File: config.mk
export PLATFORM = sky130hd
export DESIGN_NAME = pi_ctrl_top
export DESIGN_NICKNAME = d
export VERILOG_FILES = /design/src/pi_ctrl_pkg.sv /design/src/pi_apb_regs.sv /design/src/pi_sample_timer.sv /design/src/pi_controller.sv /design/src/pi_ctrl_top.sv
export SDC_FILE = /design/constraint.sdc
export NUM_CORES = 2
export LEC_CHECK = 0
export ABC_AREA = 1
export CAP_MARGIN = 15
export CORE_MARGIN = 2
export CORE_UTILIZATION = 25
export CTS_BUF_LIST = sky130_fd_sc_hd__clkbuf_16
export CTS_CLUSTER_SIZE = 25
export DETAILED_ROUTE_END_ITERATION = 8
export DONT_BUFFER_PORTS = 1
export GPL_ROUTABILITY_DRIVEN = 1
export PLACE_DENSITY_LB_ADDON = 0.05
export SETUP_SLACK_MARGIN = 0.5
export SLEW_MARGIN = 15
export SYNTH_ARGS = -nofsm -noshare
export SYNTH_HDL_FRONTEND = slang
export SYNTH_HIERARCHICAL = 1
export SYNTH_SLANG_ARGS = --single-unit
File: constraint.sdc
create_clock -name clk -period 14.3 [get_ports clk]
set_input_delay 2.86 -clock clk [delete_from_list [all_inputs] [get_ports clk]]
set_output_delay 2.86 -clock clk [all_outputs]
set_load 0.05 [all_outputs]
File: src/pi_ctrl_pkg.sv
package pi_ctrl_pkg;

    localparam int CHANNELS     = 2;
    localparam int DATA_WIDTH   = 16;
    localparam int GAIN_WIDTH   = 16;
    localparam int SCALE        = 16;  // fractional bits of kp, ki
    localparam int DATA_LIMIT   = 2960;
    localparam int INDEX_MAX    = 3 + 3 * CHANNELS;
    localparam int CALC_CYCLES  = INDEX_MAX + 1;
    localparam int PERIOD_WIDTH = 16;

    // core datapath widths
    localparam int ERR_WIDTH    = DATA_WIDTH + 1;
    localparam int DIFF_WIDTH   = DATA_WIDTH + 2;
    localparam int PROD_WIDTH   = DIFF_WIDTH + GAIN_WIDTH;
    localparam int ACC_WIDTH    = PROD_WIDTH + 2;
    localparam int SAT_WIDTH    = $clog2(DATA_LIMIT + 1) + 1 + SCALE;
    localparam int INDEX_WIDTH  = $clog2(INDEX_MAX + 1);
    localparam int SAT_MAX      = DATA_LIMIT * 2**SCALE;
    localparam int ROUND_HALF   = 2**(SCALE - 1);

    typedef logic signed [DATA_WIDTH-1:0] sample_t;
    typedef logic [GAIN_WIDTH-1:0]        gain_t;
    typedef logic [7:0]                   apb_addr_t;
    typedef logic [31:0]                  apb_word_t;

    typedef enum apb_addr_t {
        REG_CTRL   = 8'h00,
        REG_PERIOD = 8'h04,
        REG_KP     = 8'h08,
        REG_KI     = 8'h0C,
        REG_REF0   = 8'h10,
        REG_REF1   = 8'h14,
        REG_OUT0   = 8'h18,  // read only
        REG_OUT1   = 8'h1C,  // read only
        REG_COUNT  = 8'h20   // read only
    } reg_addr_e;

    // rotating step of one channel
    typedef enum logic [1:0] {
        PH_IDLE,
        PH_ERROR,
        PH_DIFF,
        PH_GAIN
    } calc_phase_e;

endpackage

File: src/pi_apb_regs.sv
module pi_apb_regs (
    input  logic                                                  clk,
    input  logic                                                  reset,
    input  logic                                                  psel,
    input  logic                                                  penable,
    input  logic                                                  pwrite,
    input  pi_ctrl_pkg::apb_addr_t                                paddr,
    input  pi_ctrl_pkg::apb_word_t                                pwdata,
    output pi_ctrl_pkg::apb_word_t                                prdata,
    output logic                                                  enable,
    output logic [pi_ctrl_pkg::PERIOD_WIDTH-1:0]                  period,
    output pi_ctrl_pkg::gain_t                                    kp,
    output pi_ctrl_pkg::gain_t                                    ki,
    output logic [pi_ctrl_pkg::CHANNELS*pi_ctrl_pkg::DATA_WIDTH-1:0] ref_data,
    output logic                                                  ref_valid,
    input  logic [pi_ctrl_pkg::CHANNELS*pi_ctrl_pkg::DATA_WIDTH-1:0] ctrl_data,
    input  logic                                                  ctrl_valid
);
    import pi_ctrl_pkg::*;

    logic                             wr_en;
    logic [CHANNELS*DATA_WIDTH-1:0]   out_q;
    apb_word_t                        update_count;

    // channel 0 sits in the upper lane
    function automatic sample_t lane(input logic [CHANNELS*DATA_WIDTH-1:0] v, input int c);
        return v[DATA_WIDTH*(CHANNELS-1-c) +: DATA_WIDTH];
    endfunction

    function automatic apb_word_t sign_extend(input sample_t s);
        return {{(32 - DATA_WIDTH){s[DATA_WIDTH-1]}}, s};
    endfunction

    assign wr_en = psel & penable & pwrite;  // access cycle only

    always_ff @(posedge clk or posedge reset) begin
        if (reset) begin
            enable    <= 1'b0;
            period    <= '0;
            kp        <= '0;
            ki        <= '0;
            ref_data  <= '0;
            ref_valid <= 1'b0;
        end else begin
            ref_valid <= wr_en && (paddr == REG_REF0 || paddr == REG_REF1);
            if (wr_en) begin
                case (paddr)
                    REG_CTRL:   enable <= pwdata[0];
                    REG_PERIOD: period <= pwdata[PERIOD_WIDTH-1:0];
                    REG_KP:     kp     <= pwdata[GAIN_WIDTH-1:0];
                    REG_KI:     ki     <= pwdata[GAIN_WIDTH-1:0];
                    REG_REF0: begin
                        ref_data[DATA_WIDTH*(CHANNELS-1) +: DATA_WIDTH] <= pwdata[DATA_WIDTH-1:0];
                    end
                    REG_REF1: begin
                        ref_data[DATA_WIDTH*(CHANNELS-2) +: DATA_WIDTH] <= pwdata[DATA_WIDTH-1:0];
                    end
                    default: ;  // read-only or unmapped
                endcase
            end
        end
    end

    // status capture from the core
    always_ff @(posedge clk or posedge reset) begin
        if (reset) begin
            out_q        <= '0;
            update_count <= '0;
        end else if (ctrl_valid) begin
            out_q        <= ctrl_data;
            update_count <= update_count + 32'd1;
        end
    end

    always_comb begin
        prdata = '0;
        case (paddr)
            REG_CTRL:   prdata[0] = enable;
            REG_PERIOD: prdata[PERIOD_WIDTH-1:0] = period;
            REG_KP:     prdata[GAIN_WIDTH-1:0] = kp;
            REG_KI:     prdata[GAIN_WIDTH-1:0] = ki;
            REG_REF0:   prdata = sign_extend(lane(ref_data, 0));
            REG_REF1:   prdata = sign_extend(lane(ref_data, 1));
            REG_OUT0:   prdata = sign_extend(lane(out_q, 0));
            REG_OUT1:   prdata = sign_extend(lane(out_q, 1));
            REG_COUNT:  prdata = update_count;
            default:    prdata = '0;
        endcase
    end

endmodule

File: src/pi_sample_timer.sv
module pi_sample_timer (
    input  logic                                 clk,
    input  logic                                 reset,
    input  logic                                 enable,
    input  logic [pi_ctrl_pkg::PERIOD_WIDTH-1:0] period,
    output logic                                 trigger
);
    import pi_ctrl_pkg::*;

    logic [PERIOD_WIDTH-1:0] count;

    // wraps at period, so one trigger every period + 1 cycles
    always_ff @(posedge clk or posedge reset) begin
        if (reset) begin
            count   <= '0;
            trigger <= 1'b0;
        end else if (!enable) begin
            count   <= '0;
            trigger <= 1'b0;
        end else if (count >= period) begin  // also catches a shortened period
            count   <= '0;
            trigger <= 1'b1;
        end else begin
            count   <= count + 1'b1;
            trigger <= 1'b0;
        end
    end

endmodule

File: src/pi_controller.sv
module pi_controller (
    input  logic                                                     clk,
    input  logic                                                     reset,
    input  logic                                                     trigger,
    input  pi_ctrl_pkg::gain_t                                       kp,
    input  pi_ctrl_pkg::gain_t                                       ki,
    input  logic [pi_ctrl_pkg::CHANNELS*pi_ctrl_pkg::DATA_WIDTH-1:0] ref_data,
    input  logic                                                     ref_valid,
    input  logic [pi_ctrl_pkg::CHANNELS*pi_ctrl_pkg::DATA_WIDTH-1:0] proc_data,
    input  logic                                                     proc_valid,
    output logic [pi_ctrl_pkg::CHANNELS*pi_ctrl_pkg::DATA_WIDTH-1:0] ctrl_data,
    output logic                                                     ctrl_valid
);
    import pi_ctrl_pkg::*;

    calc_phase_e                  phase;
    calc_phase_e                  next_phase;
    logic [INDEX_WIDTH-1:0]       index;
    int                           step;
    sample_t                      ref_q  [CHANNELS];
    sample_t                      proc_q [CHANNELS];
    logic signed [ERR_WIDTH-1:0]  err;
    logic signed [ERR_WIDTH-1:0]  err_prev [CHANNELS];
    logic signed [DIFF_WIDTH-1:0] diff;
    logic signed [DIFF_WIDTH-1:0] mul_a;
    logic signed [GAIN_WIDTH:0]   mul_b;
    logic signed [PROD_WIDTH-1:0] product;
    logic signed [ACC_WIDTH-1:0]  acc;
    logic signed [SAT_WIDTH-1:0]  u_prev [CHANNELS];
    logic signed [SAT_WIDTH-1:0]  sat_val;
    logic signed [ACC_WIDTH-1:0]  round_val;
    sample_t                      u_round;

    assign step = int'(index);

    always_comb begin
        case (phase)
            PH_ERROR: next_phase = PH_DIFF;
            PH_DIFF:  next_phase = PH_GAIN;
            PH_GAIN:  next_phase = PH_ERROR;
            default:  next_phase = PH_IDLE;
        endcase
    end

    // step sequencer, triggers while busy are dropped
    always_ff @(posedge clk or posedge reset) begin
        if (reset) begin
            phase      <= PH_IDLE;
            index      <= '0;
            ctrl_valid <= 1'b0;
        end else begin
            ctrl_valid <= (step == INDEX_MAX);
            if (phase == PH_IDLE) begin
                if (trigger) begin
                    phase <= PH_ERROR;
                    index <= INDEX_WIDTH'(1);
                end
            end else if (step == INDEX_MAX) begin
                phase <= PH_IDLE;
                index <= '0;
            end else begin
                phase <= next_phase;
                index <= index + 1'b1;
            end
        end
    end

    // input latches
    always_ff @(posedge clk or posedge reset) begin
        if (reset) begin
            for (int c = 0; c < CHANNELS; c++) begin
                ref_q[c]  <= '0;
                proc_q[c] <= '0;
            end
        end else begin
            for (int c = 0; c < CHANNELS; c++) begin
                if (ref_valid)
                    ref_q[c] <= ref_data[DATA_WIDTH*(CHANNELS-1-c) +: DATA_WIDTH];
                if (proc_valid)
                    proc_q[c] <= proc_data[DATA_WIDTH*(CHANNELS-1-c) +: DATA_WIDTH];
            end
        end
    end

    // error at step 1+3c, difference at step 2+3c
    always_ff @(posedge clk) begin
        for (int c = 0; c < CHANNELS; c++) begin
            if (phase == PH_ERROR && step == 1 + 3 * c)
                err <= ref_q[c] - proc_q[c];
            if (phase == PH_DIFF && step == 2 + 3 * c)
                diff <= err - err_prev[c];
        end
    end

    always_ff @(posedge clk or posedge reset) begin
        if (reset) begin
            for (int c = 0; c < CHANNELS; c++)
                err_prev[c] <= '0;
        end else begin
            for (int c = 0; c < CHANNELS; c++) begin
                if (phase == PH_DIFF && step == 2 + 3 * c)
                    err_prev[c] <= err;
            end
        end
    end

    // shared multiplier, ki*e then kp*d
    always_ff @(posedge clk) begin
        if (phase == PH_DIFF) begin
            mul_a <= err;
            mul_b <= {1'b0, ki};
        end else if (phase == PH_GAIN) begin
            mul_a <= diff;
            mul_b <= {1'b0, kp};
        end
        product <= mul_a * mul_b;
    end

    // acc = u_prev + ki*e + kp*d in Q.SCALE
    always_ff @(posedge clk) begin
        if (phase == PH_GAIN && step <= 3 * CHANNELS) begin
            for (int c = 0; c < CHANNELS; c++) begin
                if (step == 3 + 3 * c)
                    acc <= u_prev[c];
            end
        end else if ((phase == PH_ERROR || phase == PH_DIFF) && step > 3) begin
            acc <= acc + product;
        end
    end

    always_comb begin
        if (acc > ACC_WIDTH'(SAT_MAX))
            sat_val = SAT_WIDTH'(SAT_MAX);
        else if (acc < ACC_WIDTH'(-SAT_MAX))
            sat_val = SAT_WIDTH'(-SAT_MAX);
        else
            sat_val = acc[SAT_WIDTH-1:0];
        round_val = ACC_WIDTH'(sat_val) + ACC_WIDTH'(ROUND_HALF);  // round half up
        u_round   = sample_t'(round_val >>> SCALE);
    end

    // u_prev keeps the clamped value, not the rounded one
    always_ff @(posedge clk or posedge reset) begin
        if (reset) begin
            ctrl_data <= '0;
            for (int c = 0; c < CHANNELS; c++)
                u_prev[c] <= '0;
        end else begin
            for (int c = 0; c < CHANNELS; c++) begin
                if (step == 6 + 3 * c) begin
                    ctrl_data[DATA_WIDTH*(CHANNELS-1-c) +: DATA_WIDTH] <= u_round;
                    u_prev[c] <= sat_val;
                end
            end
        end
    end

endmodule

File: src/pi_ctrl_top.sv
module pi_ctrl_top (
    input  logic                                                     clk,
    input  logic                                                     reset,
    input  logic                                                     psel,
    input  logic                                                     penable,
    input  logic                                                     pwrite,
    input  pi_ctrl_pkg::apb_addr_t                                   paddr,
    input  pi_ctrl_pkg::apb_word_t                                   pwdata,
    output pi_ctrl_pkg::apb_word_t                                   prdata,
    input  logic [pi_ctrl_pkg::CHANNELS*pi_ctrl_pkg::DATA_WIDTH-1:0] sensor_data,
    input  logic                                                     sensor_valid,
    output logic [pi_ctrl_pkg::CHANNELS*pi_ctrl_pkg::DATA_WIDTH-1:0] ctrl_data,
    output logic                                                     ctrl_valid
);
    import pi_ctrl_pkg::*;

    logic                           enable;
    logic [PERIOD_WIDTH-1:0]        period;
    gain_t                          kp;
    gain_t                          ki;
    logic [CHANNELS*DATA_WIDTH-1:0] ref_data;
    logic                           ref_valid;
    logic                           trigger;

    pi_apb_regs u_regs (
        .clk        (clk),
        .reset      (reset),
        .psel       (psel),
        .penable    (penable),
        .pwrite     (pwrite),
        .paddr      (paddr),
        .pwdata     (pwdata),
        .prdata     (prdata),
        .enable     (enable),
        .period     (period),
        .kp         (kp),
        .ki         (ki),
        .ref_data   (ref_data),
        .ref_valid  (ref_valid),
        .ctrl_data  (ctrl_data),
        .ctrl_valid (ctrl_valid)
    );

    pi_sample_timer u_timer (
        .clk     (clk),
        .reset   (reset),
        .enable  (enable),
        .period  (period),
        .trigger (trigger)
    );

    // sensor front end feeds the core directly
    pi_controller u_core (
        .clk        (clk),
        .reset      (reset),
        .trigger    (trigger),
        .kp         (kp),
        .ki         (ki),
        .ref_data   (ref_data),
        .ref_valid  (ref_valid),
        .proc_data  (sensor_data),
        .proc_valid (sensor_valid),
        .ctrl_data  (ctrl_data),
        .ctrl_valid (ctrl_valid)
    );

endmodule

==> run summary <==
Max Cap Viol: 0
Clock Skew: 35.2 ps
clk slew on worst S/H paths: 60 ps
Synth Register Bits: 493
Post-synth EDFFs: 105
Via density: 4.32
CP max FO: 41
clock root cell: clkbuf_16
Die Area: 153000 µm²
RSZ-0062 raised after global routing: false
CP startpoint kind: input port
Port-buffer cells: 0
Congestion Overflow GR: 0
synth top area cells: dfrtp_1 (24%), fa_1 (16%), nand2_1 (13%)
most frequent cells in the layout: nand2_1 (1277), inv_1 (869), dfrtp_1 (351), o21ai_0 (315), fa_1 (292)
Hold Crit Depth: 2
Metal-1 WL: 57100 µm
Clk Latency, worst-skew pair: 670 ps
Clock Sinks: 493
Post-Syn Area per Cell: 8.06 µm²
FF+latch area: 12700 µm²
antenna-violating nets left: 0
Synth top area share: 23.6%
Yosys warnings: 6
FMAX: 127 MHz
DR WL met2: 59100 µm
Antenna Cells: 0
setup TNS: 0 ps
Post-Syn Area: 37600 µm²
DRC: 0
worst hold slack: 474 ps
Post-synth top flop: dfrtp_1
post-synth cell types: 56
fin crit period: 7850 ps
CTS tree: built
final-stage net count: 5139
share of cells above drive strength 1: 6.11%
Row Count: 142
CTS H-Tree Depth: 3
fin worst setup slack: 6450 ps
Slowest Stage Delay on Critical Path: 840 ps
total track usage: 16.4%
crit share post-route: 54.9%
clock buffer depth: 3
outcome: completed
worst-case reg-to-reg path depth: 19
Placer Congestion: 0.834
worst min path class: flop to flop
Req. time, crit path: 11440 ps
R2R Path End: u_core/product[32]
top routing layer used: met4
Syn Nets: 5222
vias in the first global route: 30600
# IOs: 143
drt pass-1 iters: 6
post-synthesis cell count: 4659
PostCTS Resize Cnt: 0
Fin. Hold Viols: 0
worst r2r src: u_core/mul_b[3]
starting density of the core: 25.1%
Detailed Route Iter0 Violations: 1568
R2R Setup Slk: 7610 ps
Final setup viols: 0
Yosys top cell by area: dfrtp_1
CORE AREA: 150000 µm²
critical path class: input port to output pin
CP max stage cell: nor2_4
sequential fraction of the synthesis area: 33.8%
met3 WL: 3970 µm
max-slew violations: 0
worst endpoint data arrival time: 4990 ps
fillcell total: 16400
Via Count: 28700
dpl hpwl: 94500 µm
hold_buf cts: 0
routed wire length per instance: 18.3 µm
pin count of the biggest net entering global routing: 95
first-pass GRT wire length: 191000 µm
final WL: 122000 µm
Worst Hold End: u_core/u_prev[42]
hold path startpoint: u_core/u_prev[42]
initial antenna violation count: 1
die width: 392 µm
multi-input logic area: 20800 µm²
Crit path top cell by count: nand2_2
Layout area overhead: 11.0%
CP cell instances: inv_1 -> nand2_2 -> nor2_4 -> nand2_2 -> inv_2 -> nand2_1 -> nand2_2 -> nor2_4 -> nand2_1
Crit path max-delay family: simple AND/OR/NAND/NOR gates
FFs w/ async S/R, synth: 71.8%
Rel. slew slack: 25.7%
die height: 392 µm
Slew @ Worst Pin: 1110 ps
# Post-CTS Setup Buffers: 0
pre-CTS setup slack: 6430 ps
Critical Path Sink Type: output pin
buffers and inverters on the worst path: 2
most common cell after layout, fill and taps aside: nand2_1
CTS Buf Count: 68
## routing by layer
| layer | GRT usage [%] | up-vias |
|---|---|---|
| met5 | 0 | - |
| met1 | 21.8 | 14000 |
| met3 | 2.50 | 95 |
| li1 | - | 14300 |
| met4 | 3.09 | 0 |
| met2 | 28.1 | 340 |
## sequential cells by signal (all words and copies together), names as in the netlist, 2 cells and up
signal / count
u_core/phase: 2
u_core/ctrl_data: 28
u_core/mul_b: 16
u_regs/period: 16
u_regs/ref_data: 32
u_timer/count: 16
u_core/diff: 18
u_regs/update_count: 32
u_core/acc: 36
u_regs/out_q: 32
u_core/proc_q: 32
u_core/err: 17
u_core/err_prev: 34
u_regs/kp: 16
u_core/product: 34
u_core/mul_a: 18
u_core/u_prev: 58
u_core/ref_q: 32
u_regs/ki: 16
u_core/index: 4
## Yosys cell counts (63+ instances only)
library cell	n
o21ai_1	63
inv_1	857
edfxtp_1	105
o21ai_0	316
ha_1	193
nor2_1	219
dfrtp_1	354
clkbuf_1	119
xor2_1	66
nand3_1	195
nand2_1	1278
a21oi_1	160
fa_1	292
## tightest hold or removal path, stage by stage, from the launching register on
cell,delay (ps)
dfrtp_1,320
nand2_1,60
o21ai_0,60
## kinds of logic after synthesis
kind of cell	synth area share, %
compound gates	8.80
xor+xnor	2.38
fa+ha+maj	22.0
buf+inv	10.9
flops	33.8
mux	1.79
simple gates	20.3
## area by class of cell
type	instances	share of cell area, %
timing repair buffer	26	0.468
clock buffer	69	4.14
inverter	873	7.89
tap	2016	6.05
sequential	493	30.4
clock inverter	54	1.13
multi-input combinational	3114	49.9
## worst max-delay path by stage
stage | from | end | cells after the start | slack [ps]
floorplan | reset | u_core/ctrl_data[0] | 1 | 6240
global placement | paddr[6] | prdata[31] | 9 | 6430
detailed placement | paddr[6] | prdata[31] | 9 | 6430
CTS | paddr[6] | prdata[31] | 9 | 6440
global route | paddr[6] | prdata[31] | 9 | 6210
finish | paddr[6] | prdata[31] | 9 | 6450
## metrics by stage
stage | std cells | utilization (%) | instance area (µm²)
finish | 6645 | 27.9 | 41700
global placement | 6522 | 26.4 | 39500
global route | 6645 | 27.9 | 41700
floorplan | 4659 | - | 37600
detailed placement | 6522 | 26.4 | 39500
CTS | 6645 | 27.9 | 41700
Power is left out: the tool's default activity adds up to more than one toggle a clock period on the data nets, which glitch-free logic cannot reach.
